--- config.mk ---
export PLATFORM = sky130hd
export DESIGN_NAME = writeback_slice
export DESIGN_NICKNAME = d
export VERILOG_FILES = /design/src/verilog/cdb_pkg.sv /design/src/verilog/alu_lane.sv /design/src/verilog/load_return.sv /design/src/verilog/cdb_merge.sv /design/src/verilog/writeback_slice.sv
export SDC_FILE = /design/constraint.sdc
export NUM_CORES = 1
export LEC_CHECK = 0
export BUFFER_PORTS_ARGS = -buffer_cell sky130_fd_sc_hd__buf_2
export CAP_MARGIN = 30
export CORE_ASPECT_RATIO = 1.75
export CORE_MARGIN = 4
export CORE_UTILIZATION = 54
export DETAILED_ROUTE_END_ITERATION = 10
export PLACE_DENSITY_LB_ADDON = 0.08
export SLEW_MARGIN = 40
export SYNTH_ARGS = -nofsm -noshare
export SYNTH_HDL_FRONTEND = slang
export SYNTH_HIERARCHICAL = 1
export SYNTH_SLANG_ARGS = --single-unit
--- constraint.sdc ---
create_clock -name clock -period 7.25 [get_ports clock]
set_input_delay 0.725 -clock clock [delete_from_list [all_inputs] [get_ports clock]]
set_output_delay 0.725 -clock clock [all_outputs]
set_load 0.05 [all_outputs]
--- src/verilog/cdb_pkg.sv ---
// shared widths, operation codes and bus packets for the writeback slice
// referenced by scoped name from every RTL file and the testbench

package cdb_pkg;

	////////////////////////////////////////
	// widths
	////////////////////////////////////////

	// architectural data word
	localparam int xlen = 32;
	// one memory beat
	localparam int mem_width = 64;

	// physical register file has 64 entries
	typedef logic [5:0] prf_idx_t;
	// reorder buffer has 32 entries
	typedef logic [4:0] rob_idx_t;
	// memory transaction tag, zero means no reply
	typedef logic [3:0] mem_tag_t;

	////////////////////////////////////////
	// encodings
	////////////////////////////////////////

	// integer ops, then conditional branches, then jal
	typedef enum logic [3:0] {
		op_add  = 4'd0,
		op_sub  = 4'd1,
		op_and  = 4'd2,
		op_or   = 4'd3,
		op_xor  = 4'd4,
		op_slt  = 4'd5,
		op_sltu = 4'd6,
		op_sll  = 4'd7,
		op_srl  = 4'd8,
		op_beq  = 4'd9,
		op_bne  = 4'd10,
		op_blt  = 4'd11,
		op_bge  = 4'd12,
		op_jal  = 4'd13
	} alu_op_e;

	// load access size
	typedef enum logic [1:0] {
		size_byte = 2'd0,
		size_half = 2'd1,
		size_word = 2'd2
	} mem_size_e;

	////////////////////////////////////////
	// packets
	////////////////////////////////////////

	// operation handed to the alu lane
	typedef struct packed {
		alu_op_e               op;
		logic [xlen-1:0]       pc;
		logic [xlen-1:0]       rs1_value;
		logic [xlen-1:0]       rs2_value;
		// branch and jal offset
		logic [xlen-1:0]       imm;
		prf_idx_t              dest_prf;
		rob_idx_t              rob_idx;
		logic                  reg_write;
	} issue_packet_t;

	// load registered with the return unit
	typedef struct packed {
		prf_idx_t              dest_prf;
		rob_idx_t              rob_idx;
		mem_size_e             size;
		logic                  is_unsigned;
		// byte position inside the memory beat
		logic [2:0]            offset;
	} load_issue_t;

	// reply from memory
	typedef struct packed {
		mem_tag_t              tag;
		logic [mem_width-1:0]  data;
	} mem_reply_t;

	// one common data bus broadcast
	typedef struct packed {
		logic                  valid;
		logic [xlen-1:0]       data;
		logic [xlen-1:0]       target;
		prf_idx_t              dest_prf;
		rob_idx_t              rob_idx;
		logic                  reg_write;
		// branch taken
		logic                  direction;
	} cdb_packet_t;

endpackage

--- src/verilog/alu_lane.sv ---
// single-entry integer and branch execute stage feeding the cdb merge
// result sits in its output register until the merge takes it

`timescale 1ns/10ps

module alu_lane (
	input  logic                  clock,
	input  logic                  reset,
	input  logic                  issue_valid,
	input  cdb_pkg::issue_packet_t issue,
	output logic                  issue_ready,
	input  logic                  alu_taken,
	output cdb_pkg::cdb_packet_t  alu_result
);

	// operation captured at issue
	logic                          ex_valid;
	cdb_pkg::issue_packet_t        ex_op;
	// execute datapath
	logic [cdb_pkg::xlen-1:0]      a;
	logic [cdb_pkg::xlen-1:0]      b;
	logic [cdb_pkg::xlen-1:0]      npc;
	logic [cdb_pkg::xlen-1:0]      branch_target;
	logic [cdb_pkg::xlen-1:0]      result;
	logic                          taken;
	cdb_pkg::cdb_packet_t          next_result;
	logic                          stall;

	// held result not going out this edge
	assign stall       = alu_result.valid & ~alu_taken;
	assign issue_ready = ~stall;

	////////////////////////////////////////
	// execute
	////////////////////////////////////////

	always_comb begin
		a             = ex_op.rs1_value;
		b             = ex_op.rs2_value;
		npc           = ex_op.pc + 32'd4;
		branch_target = ex_op.pc + ex_op.imm;
		result        = '0;
		taken         = 1'b0;
		case (ex_op.op)
			cdb_pkg::op_add:  result = a + b;
			cdb_pkg::op_sub:  result = a - b;
			cdb_pkg::op_and:  result = a & b;
			cdb_pkg::op_or:   result = a | b;
			cdb_pkg::op_xor:  result = a ^ b;
			cdb_pkg::op_slt:  result = {{(cdb_pkg::xlen-1){1'b0}}, $signed(a) < $signed(b)};
			cdb_pkg::op_sltu: result = {{(cdb_pkg::xlen-1){1'b0}}, a < b};
			// only low five bits count as shift amount
			cdb_pkg::op_sll:  result = a << b[4:0];
			cdb_pkg::op_srl:  result = a >> b[4:0];
			// branches carry their target as the result
			cdb_pkg::op_beq: begin
				result = branch_target;
				taken  = (a == b);
			end
			cdb_pkg::op_bne: begin
				result = branch_target;
				taken  = (a != b);
			end
			cdb_pkg::op_blt: begin
				result = branch_target;
				taken  = $signed(a) < $signed(b);
			end
			cdb_pkg::op_bge: begin
				result = branch_target;
				taken  = $signed(a) >= $signed(b);
			end
			cdb_pkg::op_jal: begin
				result = branch_target;
				taken  = 1'b1;
			end
			default: result = '0;
		endcase
	end

	// taken swaps npc onto data and the result onto target
	always_comb begin
		next_result.valid     = ex_valid;
		next_result.data      = taken ? npc : result;
		next_result.target    = taken ? result : npc;
		next_result.dest_prf  = ex_op.dest_prf;
		next_result.rob_idx   = ex_op.rob_idx;
		next_result.reg_write = ex_op.reg_write;
		next_result.direction = taken;
	end

	////////////////////////////////////////
	// issue and hold registers
	////////////////////////////////////////

	always_ff @(posedge clock) begin
		if (reset) begin
			ex_valid <= 1'b0;
		end else if (!stall) begin
			ex_valid <= issue_valid;
		end
	end

	// operand payload only moves on an accepted issue
	always_ff @(posedge clock) begin
		if (issue_valid && issue_ready) begin
			ex_op <= issue;
		end
	end

	// both entries freeze while the merge is busy with a load
	always_ff @(posedge clock) begin
		if (!stall) begin
			alu_result <= next_result;
		end
		if (reset) begin
			alu_result.valid <= 1'b0;
		end
	end

endmodule

--- src/verilog/load_return.sv ---
// tracks outstanding loads by memory tag and turns replies into cdb packets
// tag is slot index plus one, zero on the reply bus means idle

`timescale 1ns/10ps

module load_return #(
	parameter int LOAD_SLOTS = 4
) (
	input  logic                  clock,
	input  logic                  reset,
	input  logic                  load_valid,
	input  cdb_pkg::load_issue_t  load,
	output logic                  load_ready,
	output cdb_pkg::mem_tag_t     load_tag,
	input  cdb_pkg::mem_reply_t   mem_reply,
	output cdb_pkg::cdb_packet_t  load_result
);

	// outstanding load table
	logic [LOAD_SLOTS-1:0]         slot_busy;
	cdb_pkg::load_issue_t          slot_info [LOAD_SLOTS];
	// allocation
	logic                          any_free;
	cdb_pkg::mem_tag_t             free_tag;
	logic                          alloc;
	// reply path
	cdb_pkg::mem_reply_t           reply_q;
	logic                          reply_valid;
	cdb_pkg::load_issue_t          reply_info;
	logic [cdb_pkg::mem_width-1:0] shifted;
	logic [cdb_pkg::xlen-1:0]      load_data;

	////////////////////////////////////////
	// slot allocation
	////////////////////////////////////////

	// scan downward so the lowest free slot wins
	always_comb begin
		any_free = 1'b0;
		free_tag = '0;
		for (int i = LOAD_SLOTS - 1; i >= 0; i--) begin
			if (!slot_busy[i]) begin
				any_free = 1'b1;
				free_tag = cdb_pkg::mem_tag_t'(i + 1);
			end
		end
	end

	assign load_ready = any_free;
	assign load_tag   = free_tag;
	assign alloc      = load_valid & any_free;

	// a slot being freed is still busy, so alloc and free never collide
	always_ff @(posedge clock) begin
		for (int i = 0; i < LOAD_SLOTS; i++) begin
			if (reply_valid && reply_q.tag == cdb_pkg::mem_tag_t'(i + 1)) begin
				slot_busy[i] <= 1'b0;
			end
			if (alloc && free_tag == cdb_pkg::mem_tag_t'(i + 1)) begin
				slot_busy[i] <= 1'b1;
			end
		end
		if (reset) begin
			slot_busy <= '0;
		end
	end

	always_ff @(posedge clock) begin
		for (int i = 0; i < LOAD_SLOTS; i++) begin
			if (alloc && free_tag == cdb_pkg::mem_tag_t'(i + 1)) begin
				slot_info[i] <= load;
			end
		end
	end

	////////////////////////////////////////
	// reply extraction
	////////////////////////////////////////

	// reply captured first, extracted on the following edge
	always_ff @(posedge clock) begin
		reply_q <= mem_reply;
		if (reset) begin
			reply_q.tag <= '0;
		end
	end

	assign reply_valid = (reply_q.tag != '0);

	// pick the table entry named by the tag
	always_comb begin
		reply_info = slot_info[0];
		for (int i = 0; i < LOAD_SLOTS; i++) begin
			if (reply_q.tag == cdb_pkg::mem_tag_t'(i + 1)) begin
				reply_info = slot_info[i];
			end
		end
	end

	// addressed bytes down to bit 0, then extend
	assign shifted = reply_q.data >> {reply_info.offset, 3'b000};

	always_comb begin
		case (reply_info.size)
			cdb_pkg::size_byte: begin
				load_data = {{(cdb_pkg::xlen-8){~reply_info.is_unsigned & shifted[7]}},
					shifted[7:0]};
			end
			cdb_pkg::size_half: begin
				load_data = {{(cdb_pkg::xlen-16){~reply_info.is_unsigned & shifted[15]}},
					shifted[15:0]};
			end
			default: load_data = shifted[cdb_pkg::xlen-1:0];
		endcase
	end

	// loads always write a register and never redirect
	always_ff @(posedge clock) begin
		load_result.valid     <= reply_valid;
		load_result.data      <= load_data;
		load_result.target    <= '0;
		load_result.dest_prf  <= reply_info.dest_prf;
		load_result.rob_idx   <= reply_info.rob_idx;
		load_result.reg_write <= 1'b1;
		load_result.direction <= 1'b0;
		if (reset) begin
			load_result.valid <= 1'b0;
		end
	end

endmodule

--- src/verilog/cdb_merge.sv ---
// fixed priority merge of load and alu results onto the common data bus
// the load side always wins while the alu lane holds its result

`timescale 1ns/10ps

module cdb_merge (
	input  logic                 clock,
	input  logic                 reset,
	input  cdb_pkg::cdb_packet_t alu_result,
	input  cdb_pkg::cdb_packet_t load_result,
	output logic                 alu_taken,
	output cdb_pkg::cdb_packet_t cdb
);

	// winner for this edge
	cdb_pkg::cdb_packet_t chosen;

	////////////////////////////////////////
	// arbitration
	////////////////////////////////////////

	// alu only goes out when no load competes
	assign alu_taken = alu_result.valid & ~load_result.valid;

	always_comb begin
		if (load_result.valid) begin
			chosen = load_result;
		end else begin
			// may be an empty packet with valid low
			chosen = alu_result;
		end
	end

	////////////////////////////////////////
	// broadcast register
	////////////////////////////////////////

	// one cycle per broadcast
	always_ff @(posedge clock) begin
		cdb <= chosen;
		if (reset) begin
			cdb.valid <= 1'b0;
		end
	end

endmodule

--- src/verilog/writeback_slice.sv ---
// writeback corner of the core, alu lane and load return meeting on the cdb
// testbench drives issue, load registration and memory replies directly

`timescale 1ns/10ps

module writeback_slice #(
	parameter int LOAD_SLOTS = 4
) (
	input  logic                   clock,
	input  logic                   reset,
	// alu issue
	input  logic                   issue_valid,
	input  cdb_pkg::issue_packet_t issue,
	output logic                   issue_ready,
	// load registration
	input  logic                   load_valid,
	input  cdb_pkg::load_issue_t   load,
	output logic                   load_ready,
	output cdb_pkg::mem_tag_t      load_tag,
	// memory side
	input  cdb_pkg::mem_reply_t    mem_reply,
	// bus broadcast
	output cdb_pkg::cdb_packet_t   cdb
);

	// producer packets into the merge
	cdb_pkg::cdb_packet_t alu_result;
	cdb_pkg::cdb_packet_t load_result;
	logic                 alu_taken;

	alu_lane i_alu_lane (
		.clock       (clock),
		.reset       (reset),
		.issue_valid (issue_valid),
		.issue       (issue),
		.issue_ready (issue_ready),
		.alu_taken   (alu_taken),
		.alu_result  (alu_result)
	);

	load_return #(
		.LOAD_SLOTS (LOAD_SLOTS)
	) i_load_return (
		.clock       (clock),
		.reset       (reset),
		.load_valid  (load_valid),
		.load        (load),
		.load_ready  (load_ready),
		.load_tag    (load_tag),
		.mem_reply   (mem_reply),
		.load_result (load_result)
	);

	cdb_merge i_cdb_merge (
		.clock       (clock),
		.reset       (reset),
		.alu_result  (alu_result),
		.load_result (load_result),
		.alu_taken   (alu_taken),
		.cdb         (cdb)
	);

endmodule

; ---- Word-level counts from Yosys, hierarchy flattened
; Memory sizes are Yosys's and may differ from the RTL's.
; Cells that the tools add are included.
[classes]
multipliers = 0
shifts = 3
order_cmp = 3
add_sub_neg = 4
n_div = 0
bitwise = 12
n_eq_ne = 24
mux = 42
n_reduce_logical = 20
[op_table]
columns = operator, count
row1 = case mux 32 bit (10 select lines), 1
row2 = 2-to-1 mux 17 bit, 6
row3 = 2-to-1 mux 78 bit, 1
row4 = adder 32 bit, 2
row5 = less-than comparator 32 bit, 2
row6 = 2-to-1 mux 32 bit, 2
row7 = case mux 32 bit (2 select lines), 1
row8 = right shift 64 x 6 -> 32 bit, 1
row9 = OR reduction 17 bit, 3
row10 = adder 32 x 3 -> 32 bit (second input constant), 1
row11 = bitwise AND 32 bit, 1
row12 = == test 32 bit, 1
row13 = >= comparator 32 bit, 1
row14 = inequality test 32 bit, 1
row15 = OR 32 bit, 1
row16 = << shifter 32 x 5 -> 32 bit, 1
row17 = right shift 32 x 5 -> 32 bit, 1
row18 = subtractor 32 bit, 1
row19 = bitwise XOR 32 bit, 1
row20 = == test 4 bit (second input constant), 6
row21 = 2-to-1 mux 1 bit, 23
row22 = == test 4 x 3 -> 1 bit (second input constant), 5
row23 = == test 4 x 2 -> 1 bit (second input constant), 4
row24 = 2-to-1 mux 3 bit, 4
row25 = other kinds (15), 37
[word_totals]
mem_bits_rw = 68
latchBits = 0
regBits = 417
rom_bits = 0
word_cells = 142
memories = 1
[mem_list]
columns = memory, words, width, read_ports, rd_ports_with_merged_regs, write_ports, line_no
row1 = i_load_return.slot_info, 4, 17, 4, 0, 1, load_return.sv:21  ; cdb_pkg::load_issue_t slot_info [LOAD_SLOTS];

; ---- Longest topological paths before layout
[depth]
depth_word = 12
ltp_mapped = 17
depth_no_buf = 13

; ---- Cells and area by module
; Netlist, hierarchy kept.
[modules_own_cells]
columns = mod, cells_each, n_inst, area_each_um2
row1 = alu_lane, 1893, 1, 18489.0
row2 = load_return, 640, 1, 7355.8
row3 = cdb_merge, 166, 1, 2538.7

; ---- Worst setup path after synthesis
; No wires, ideal clock.
[synth_path]
kind = flip-flop to flip-flop
from = register i_load_return/load_result[77] (netlist name)
to = register i_alu_lane.ex_op, in the netlist i_alu_lane/a[0], enable pin
path_buffers = 3
t_arrival_ns = 6.600
required_ns = 6.732
stages_incl_launch_ff = 7
slack_ns = 0.132
setup_time_ns = 0.518
cell_sequence = dfxtp_1 > buf_6 > buf_6 > buf_6 > nor2b_1 > nand2b_1 > and2_1
[synth_between]
elab_chain_len = 6
[synth_rtl]
columns = item, line_no
row1 = inverter 1 bit, cdb_merge.sv:23  ; assign alu_taken = alu_result.valid & ~load_result.valid;
row2 = bitwise AND 1 bit, cdb_merge.sv:23
row3 = via alu_taken, writeback_slice.sv:29  ; logic alu_taken;
row4 = inverter 1 bit, alu_lane.sv:30  ; assign stall = alu_result.valid & ~alu_taken;
row5 = bitwise AND 1 bit, alu_lane.sv:30
row6 = inverter 1 bit, alu_lane.sv:31  ; assign issue_ready = ~stall;
row7 = via issue_ready, writeback_slice.sv:14  ; output logic issue_ready,
row8 = logical AND 1 bit, alu_lane.sv:105  ; if (issue_valid && issue_ready) begin
row9 = "end signal, assigned", alu_lane.sv:106  ; ex_op <= issue;
row10 = "end, declared", alu_lane.sv:18  ; cdb_pkg::issue_packet_t ex_op;
; The timed path passes the listed nets, and every way through them passes these cells.
; A chain may end at the register's enable or synchronous reset.

==> load_flow_metrics.sql <==
INSERT INTO impl_metrics (metric_group, metric, value, unit) VALUES
('status', 'status', 'complete, no violations', ''),
('die', 'floorplan.initialDensity', '54.85', '%'),
('grt', 'overflow_left_after_global_routing', '0', ''),
('cells_and_area', 'area_added_between_synthesis_and_finish', '12.62', '%'),
('grt', 'met3_usage', '5.100', '%'),
('worst_setup_path', 'setup.worst_path.class', 'flop to flop', ''),
('clock_tree', 'numClockSinks', '485', ''),
('timing', 'maxClockFrequency', '0.1750', 'GHz'),
('clock_tree', 'cts_inserted_buffers', '44', ''),
('worst_hold_path', 'timing.hold.worst.class', 'input pin to flop', ''),
('power_and_ir_drop', 'power.internal', '5.341', 'mW'),
('detailed_routing', 'drt_pre_antenna_iters', '6', ''),
('timing', 'final_min_period_over_clock_period', '78.82', '%'),
('place', 'dp_slack', '2.040', 'ns'),
('worst_setup_path', 'maximum_fanout_along_the_worst_path', '33', ''),
('place', 'gp_congestion', '1.072', ''),
('detailed_routing', 'detail_route.wl_per_cell', '28.45', 'µm'),
('detailed_routing', 'drt-total-wl', '104100', 'µm'),
('timing', 'clock_skew', '0.02266', 'ns'),
('logic_synthesis', 'synth_async_sr_flop_share', '0', '%'),
('logic_synthesis', 'post_synth.cell_area_avg', '10.52', 'µm²'),
('die', 'dieHeight', '311.3', 'µm'),
('die', 'placement_rows', '110', ''),
('clock_tree', 'clk_root_buffer_cell', 'sky130_fd_sc_hd__clkbuf_16', ''),
('detailed_routing', 'vias', '23730', ''),
('power_and_ir_drop', 'clock_power_share', '29.6', '%'),
('detailed_routing', 'detail-route-antenna-nets', '0', ''),
('flow_run', 'max_cap_violations', '0', ''),
('timing', 'min_period', '5.714', 'ns'),
('cells_and_area', 'layout.nets', '3316', ''),
('grt', 'grt_max_usage_layer', 'met2', ''),
('logic_synthesis', 'synth_edf_count', '289', ''),
('logic_synthesis', 'postSynthRegisterBits', '485', ''),
('worst_setup_path', 'critical_path.endpoint_type', 'flop', ''),
('grt', 'grt_start_max_net_pins', '79', ''),
('power_and_ir_drop', 'power.leakage', '13.16', 'nW'),
('power_and_ir_drop', 'power.net_switching', '2.771', 'mW'),
('cells_and_area', 'commonest_non_fill_non_tap_cell_in_the_layout', 'sky130_fd_sc_hd__buf_2', ''),
('detailed_routing', 'drc', '0', ''),
('worst_setup_path', 'worst_ep_required_time', '7.58', 'ns'),
('clock_tree', 'clk_transition_reported_paths', '0.07', 'ns'),
('place', 'detailed_place_hpwl', '80790', 'µm'),
('logic_synthesis', 'syn-instance-count', '2699', ''),
('timing', 'rsz_0062_raised_after_global_routing', 'false', ''),
('cells_and_area', 'drive_above_1_share', '22.18', '%'),
('clock_tree', 'h-tree-depth', '2', ''),
('grt', 'grt_pass1_wl', '151100', 'µm'),
('cells_and_area', 'most-common-layout-cells', '315 x sky130_fd_sc_hd__buf_2, 289 x sky130_fd_sc_hd__edfxtp_1, 211 x sky130_fd_sc_hd__nor2_1', ''),
('grt', 'grtUsageMet2', '63.87', '%'),
('power_and_ir_drop', 'peak_ir_drop_on_the_vdd_network', '0.2055', 'mV'),
('clock_tree', 'clock_insertion_delay_worst_skew', '0.60', 'ns'),
('clock_tree', 'postCtsHoldBufs', '0', ''),
('power_and_ir_drop', 'p_sw_share', '34.16', '%'),
('detailed_routing', 'avgViaCountPerCell', '6.483', ''),
('worst_setup_path', 'setup.worst_path.start_class', 'flop', ''),
('timing', 'slew_violations', '0', ''),
('clock_tree', 'post_cts_sizing', '0', ''),
('grt', 'vias_in_the_first_global_route', '24050', ''),
('timing', 'tightestPinTransition', '0.9601', 'ns'),
('place', 'placement.io_buffers', '315', ''),
('power_and_ir_drop', 'seq_power_share', '43.1', '%'),
('clock_tree', 'cts_tree', 'done', ''),
('power_and_ir_drop', 'power.share.combinational', '27.3', '%'),
('clock_tree', 'cts_setup_buffers', '0', ''),
('grt', 'antenna_found_initial', '4', ''),
('die', 'pin_count', '317', ''),
('logic_synthesis', 'ys_seq_area_share', '44.40', '%'),
('timing', 'worst_slack', '1.536', 'ns'),
('clock_tree', 'max-clock-path-buffers', '3', ''),
('worst_setup_path', 'worst-endpoint-arrival', '6.04', 'ns'),
('cells_and_area', 'ff_latch_area', '12610', 'µm²');
[cells by family (layout without fill, tap and decap cells)]
| logic type | count (synthesis) | count (layout) | synth area share [%] |
|---|---|---|---|
| compound gates | 689 | 689 | 15.81 |
| simple gates | 669 | 669 | 11.57 |
| flops | 485 | 485 | 44.40 |
| mux | 338 | 338 | 15.05 |
| buf+inv | 308 | 561 | 4.875 |
| fa+ha+maj | 134 | 134 | 5.986 |
| xor+xnor | 74 | 74 | 2.283 |
| other cells | 2 | 38 | 0.02646 |
[area by class of cell]
class,instances,area share (%)
repair buffers,365,6.118
clock inverters,22,0.5871
well taps,672,2.630
clock buffers,60,4.086
inverters,114,1.343
multi-input cells,1939,45.78
flip-flops and latches,485,39.44
diodes,3,0.02349
[flip-flops by register name, indices dropped and copies added, names as in the netlist]
| signal | count |
|---|---|
| i_alu_lane/ex_op | 80 |
| i_alu_lane/b | 32 |
| i_alu_lane/a | 32 |
| i_alu_lane/ex_valid | 1 |
| i_load_return/load_result | 44 |
| i_load_return/reply_q | 68 |
| i_load_return/slot_busy | 4 |
| i_cdb_merge/cdb | 78 |
| i_load_return/slot_info | 68 |
| i_alu_lane/alu_result | 78 |
[critical path: stages (launching register included)]
cell	delay, ns
sky130_fd_sc_hd__edfxtp_1	0.55
sky130_fd_sc_hd__inv_1	0.09
sky130_fd_sc_hd__ha_1	0.53
sky130_fd_sc_hd__nor2b_1	0.12
sky130_fd_sc_hd__a2111oi_2	0.54
sky130_fd_sc_hd__o311ai_1	0.18
sky130_fd_sc_hd__nor3_1	0.71
sky130_fd_sc_hd__nor3_2	0.20
sky130_fd_sc_hd__o21bai_2	0.33
sky130_fd_sc_hd__nand3_2	0.21
sky130_fd_sc_hd__nand3_4	0.16
sky130_fd_sc_hd__buf_4	0.45
sky130_fd_sc_hd__clkinv_2	0.71
sky130_fd_sc_hd__o41a_1	0.63
[metrics by stage]
step	instances	power, mW	util (%)	hold slack, ns	area [µm²]
after floorplan	2732	4.953	-	0.4003	28510
after global placement	3575	5.675	58.78	0.4022	30420
after detailed placement	3575	5.704	58.84	0.4061	30450
after CTS	3657	8.099	61.72	0.2187	31940
after global routing	3657	8.391	61.76	0.2222	31960
final	3660	8.112	61.77	0.2438	31970
[power by group through the flow]
stage               logic (mW)  clock network (mW)  registers [mW]
floorplan                 1.20                   0            3.75
global placement          2.13                   0            3.54
detailed placement        2.16                   0            3.55
CTS                       2.17                2.44            3.49
global route              2.33                2.55            3.51
finish                    2.22                2.40            3.49
[cell usage after synthesis, types with 10 or more instances]
| cell type | count | area (µm²) |
|---|---|---|
| sky130_fd_sc_hd__xor2_1 | 29 | 254.0 |
| sky130_fd_sc_hd__inv_1 | 110 | 412.9 |
| sky130_fd_sc_hd__a21oi_1 | 177 | 885.9 |
| sky130_fd_sc_hd__a21o_1 | 31 | 232.7 |
| sky130_fd_sc_hd__and3_1 | 22 | 137.6 |
| sky130_fd_sc_hd__nand3_1 | 53 | 265.3 |
| sky130_fd_sc_hd__and2_1 | 13 | 81.33 |
| sky130_fd_sc_hd__a31oi_1 | 34 | 212.7 |
| sky130_fd_sc_hd__a221oi_1 | 21 | 183.9 |
| sky130_fd_sc_hd__o2111ai_1 | 12 | 105.1 |
| sky130_fd_sc_hd__nor2b_1 | 25 | 156.4 |
| sky130_fd_sc_hd__edfxtp_1 | 289 | 8678 |
| sky130_fd_sc_hd__clkbuf_1 | 97 | 364.1 |
| sky130_fd_sc_hd__nand2_1 | 164 | 615.6 |
| sky130_fd_sc_hd__nand4_1 | 25 | 156.4 |
| sky130_fd_sc_hd__nor3_1 | 45 | 225.2 |
| sky130_fd_sc_hd__o21a_1 | 11 | 82.58 |
| sky130_fd_sc_hd__o21bai_1 | 20 | 150.1 |
| sky130_fd_sc_hd__mux2_2 | 89 | 1002 |
| sky130_fd_sc_hd__xnor2_1 | 45 | 394.1 |
| sky130_fd_sc_hd__buf_1 | 20 | 75.07 |
| sky130_fd_sc_hd__o22ai_1 | 15 | 93.84 |
| sky130_fd_sc_hd__o21ai_0 | 168 | 840.8 |
| sky130_fd_sc_hd__nand2b_1 | 10 | 62.56 |
| sky130_fd_sc_hd__o211ai_1 | 22 | 165.2 |
| sky130_fd_sc_hd__nor4_1 | 22 | 137.6 |
| sky130_fd_sc_hd__mux2_4 | 10 | 150.1 |
| sky130_fd_sc_hd__buf_4 | 40 | 300.3 |
| sky130_fd_sc_hd__a211oi_1 | 33 | 247.7 |
| sky130_fd_sc_hd__or3_1 | 22 | 137.6 |
| sky130_fd_sc_hd__o31ai_1 | 15 | 112.6 |
| sky130_fd_sc_hd__o221ai_1 | 11 | 96.34 |
| sky130_fd_sc_hd__dfxtp_1 | 196 | 3924 |
| sky130_fd_sc_hd__mux4_2 | 58 | 1306 |
| sky130_fd_sc_hd__nor2_1 | 211 | 792.0 |
| sky130_fd_sc_hd__nand3_2 | 11 | 110.1 |
| sky130_fd_sc_hd__mux2i_1 | 180 | 1802 |
| sky130_fd_sc_hd__o2bb2ai_1 | 10 | 87.58 |
| sky130_fd_sc_hd__a22oi_1 | 19 | 142.6 |
| sky130_fd_sc_hd__ha_1 | 131 | 1639 |
| sky130_fd_sc_hd__buf_2 | 32 | 160.2 |
[routing by layer]
layer  wire length, µm  vias up
met2             52980     1377
li1                  -    10530
met4             10840        4
met3              6896      443
met5                27        -
met1             33400    11370
[path summary, 6_finish.rpt]
kind	slack [ns]	endpoint	startpoint	cells after the start
worst min-delay path	0.24	i_load_return/reply_q[13]	mem_reply[13]	1
worst max register to register	1.54	i_alu_lane/alu_result[74]	i_alu_lane/a[15]	13
worst max-delay path	1.54	i_alu_lane/alu_result[74]	i_alu_lane/a[15]	13
worst min register to register	0.42	i_alu_lane/alu_result[2]	i_alu_lane/ex_op[1]	0
No activity file was read; power rests on OpenSTA's default activity.
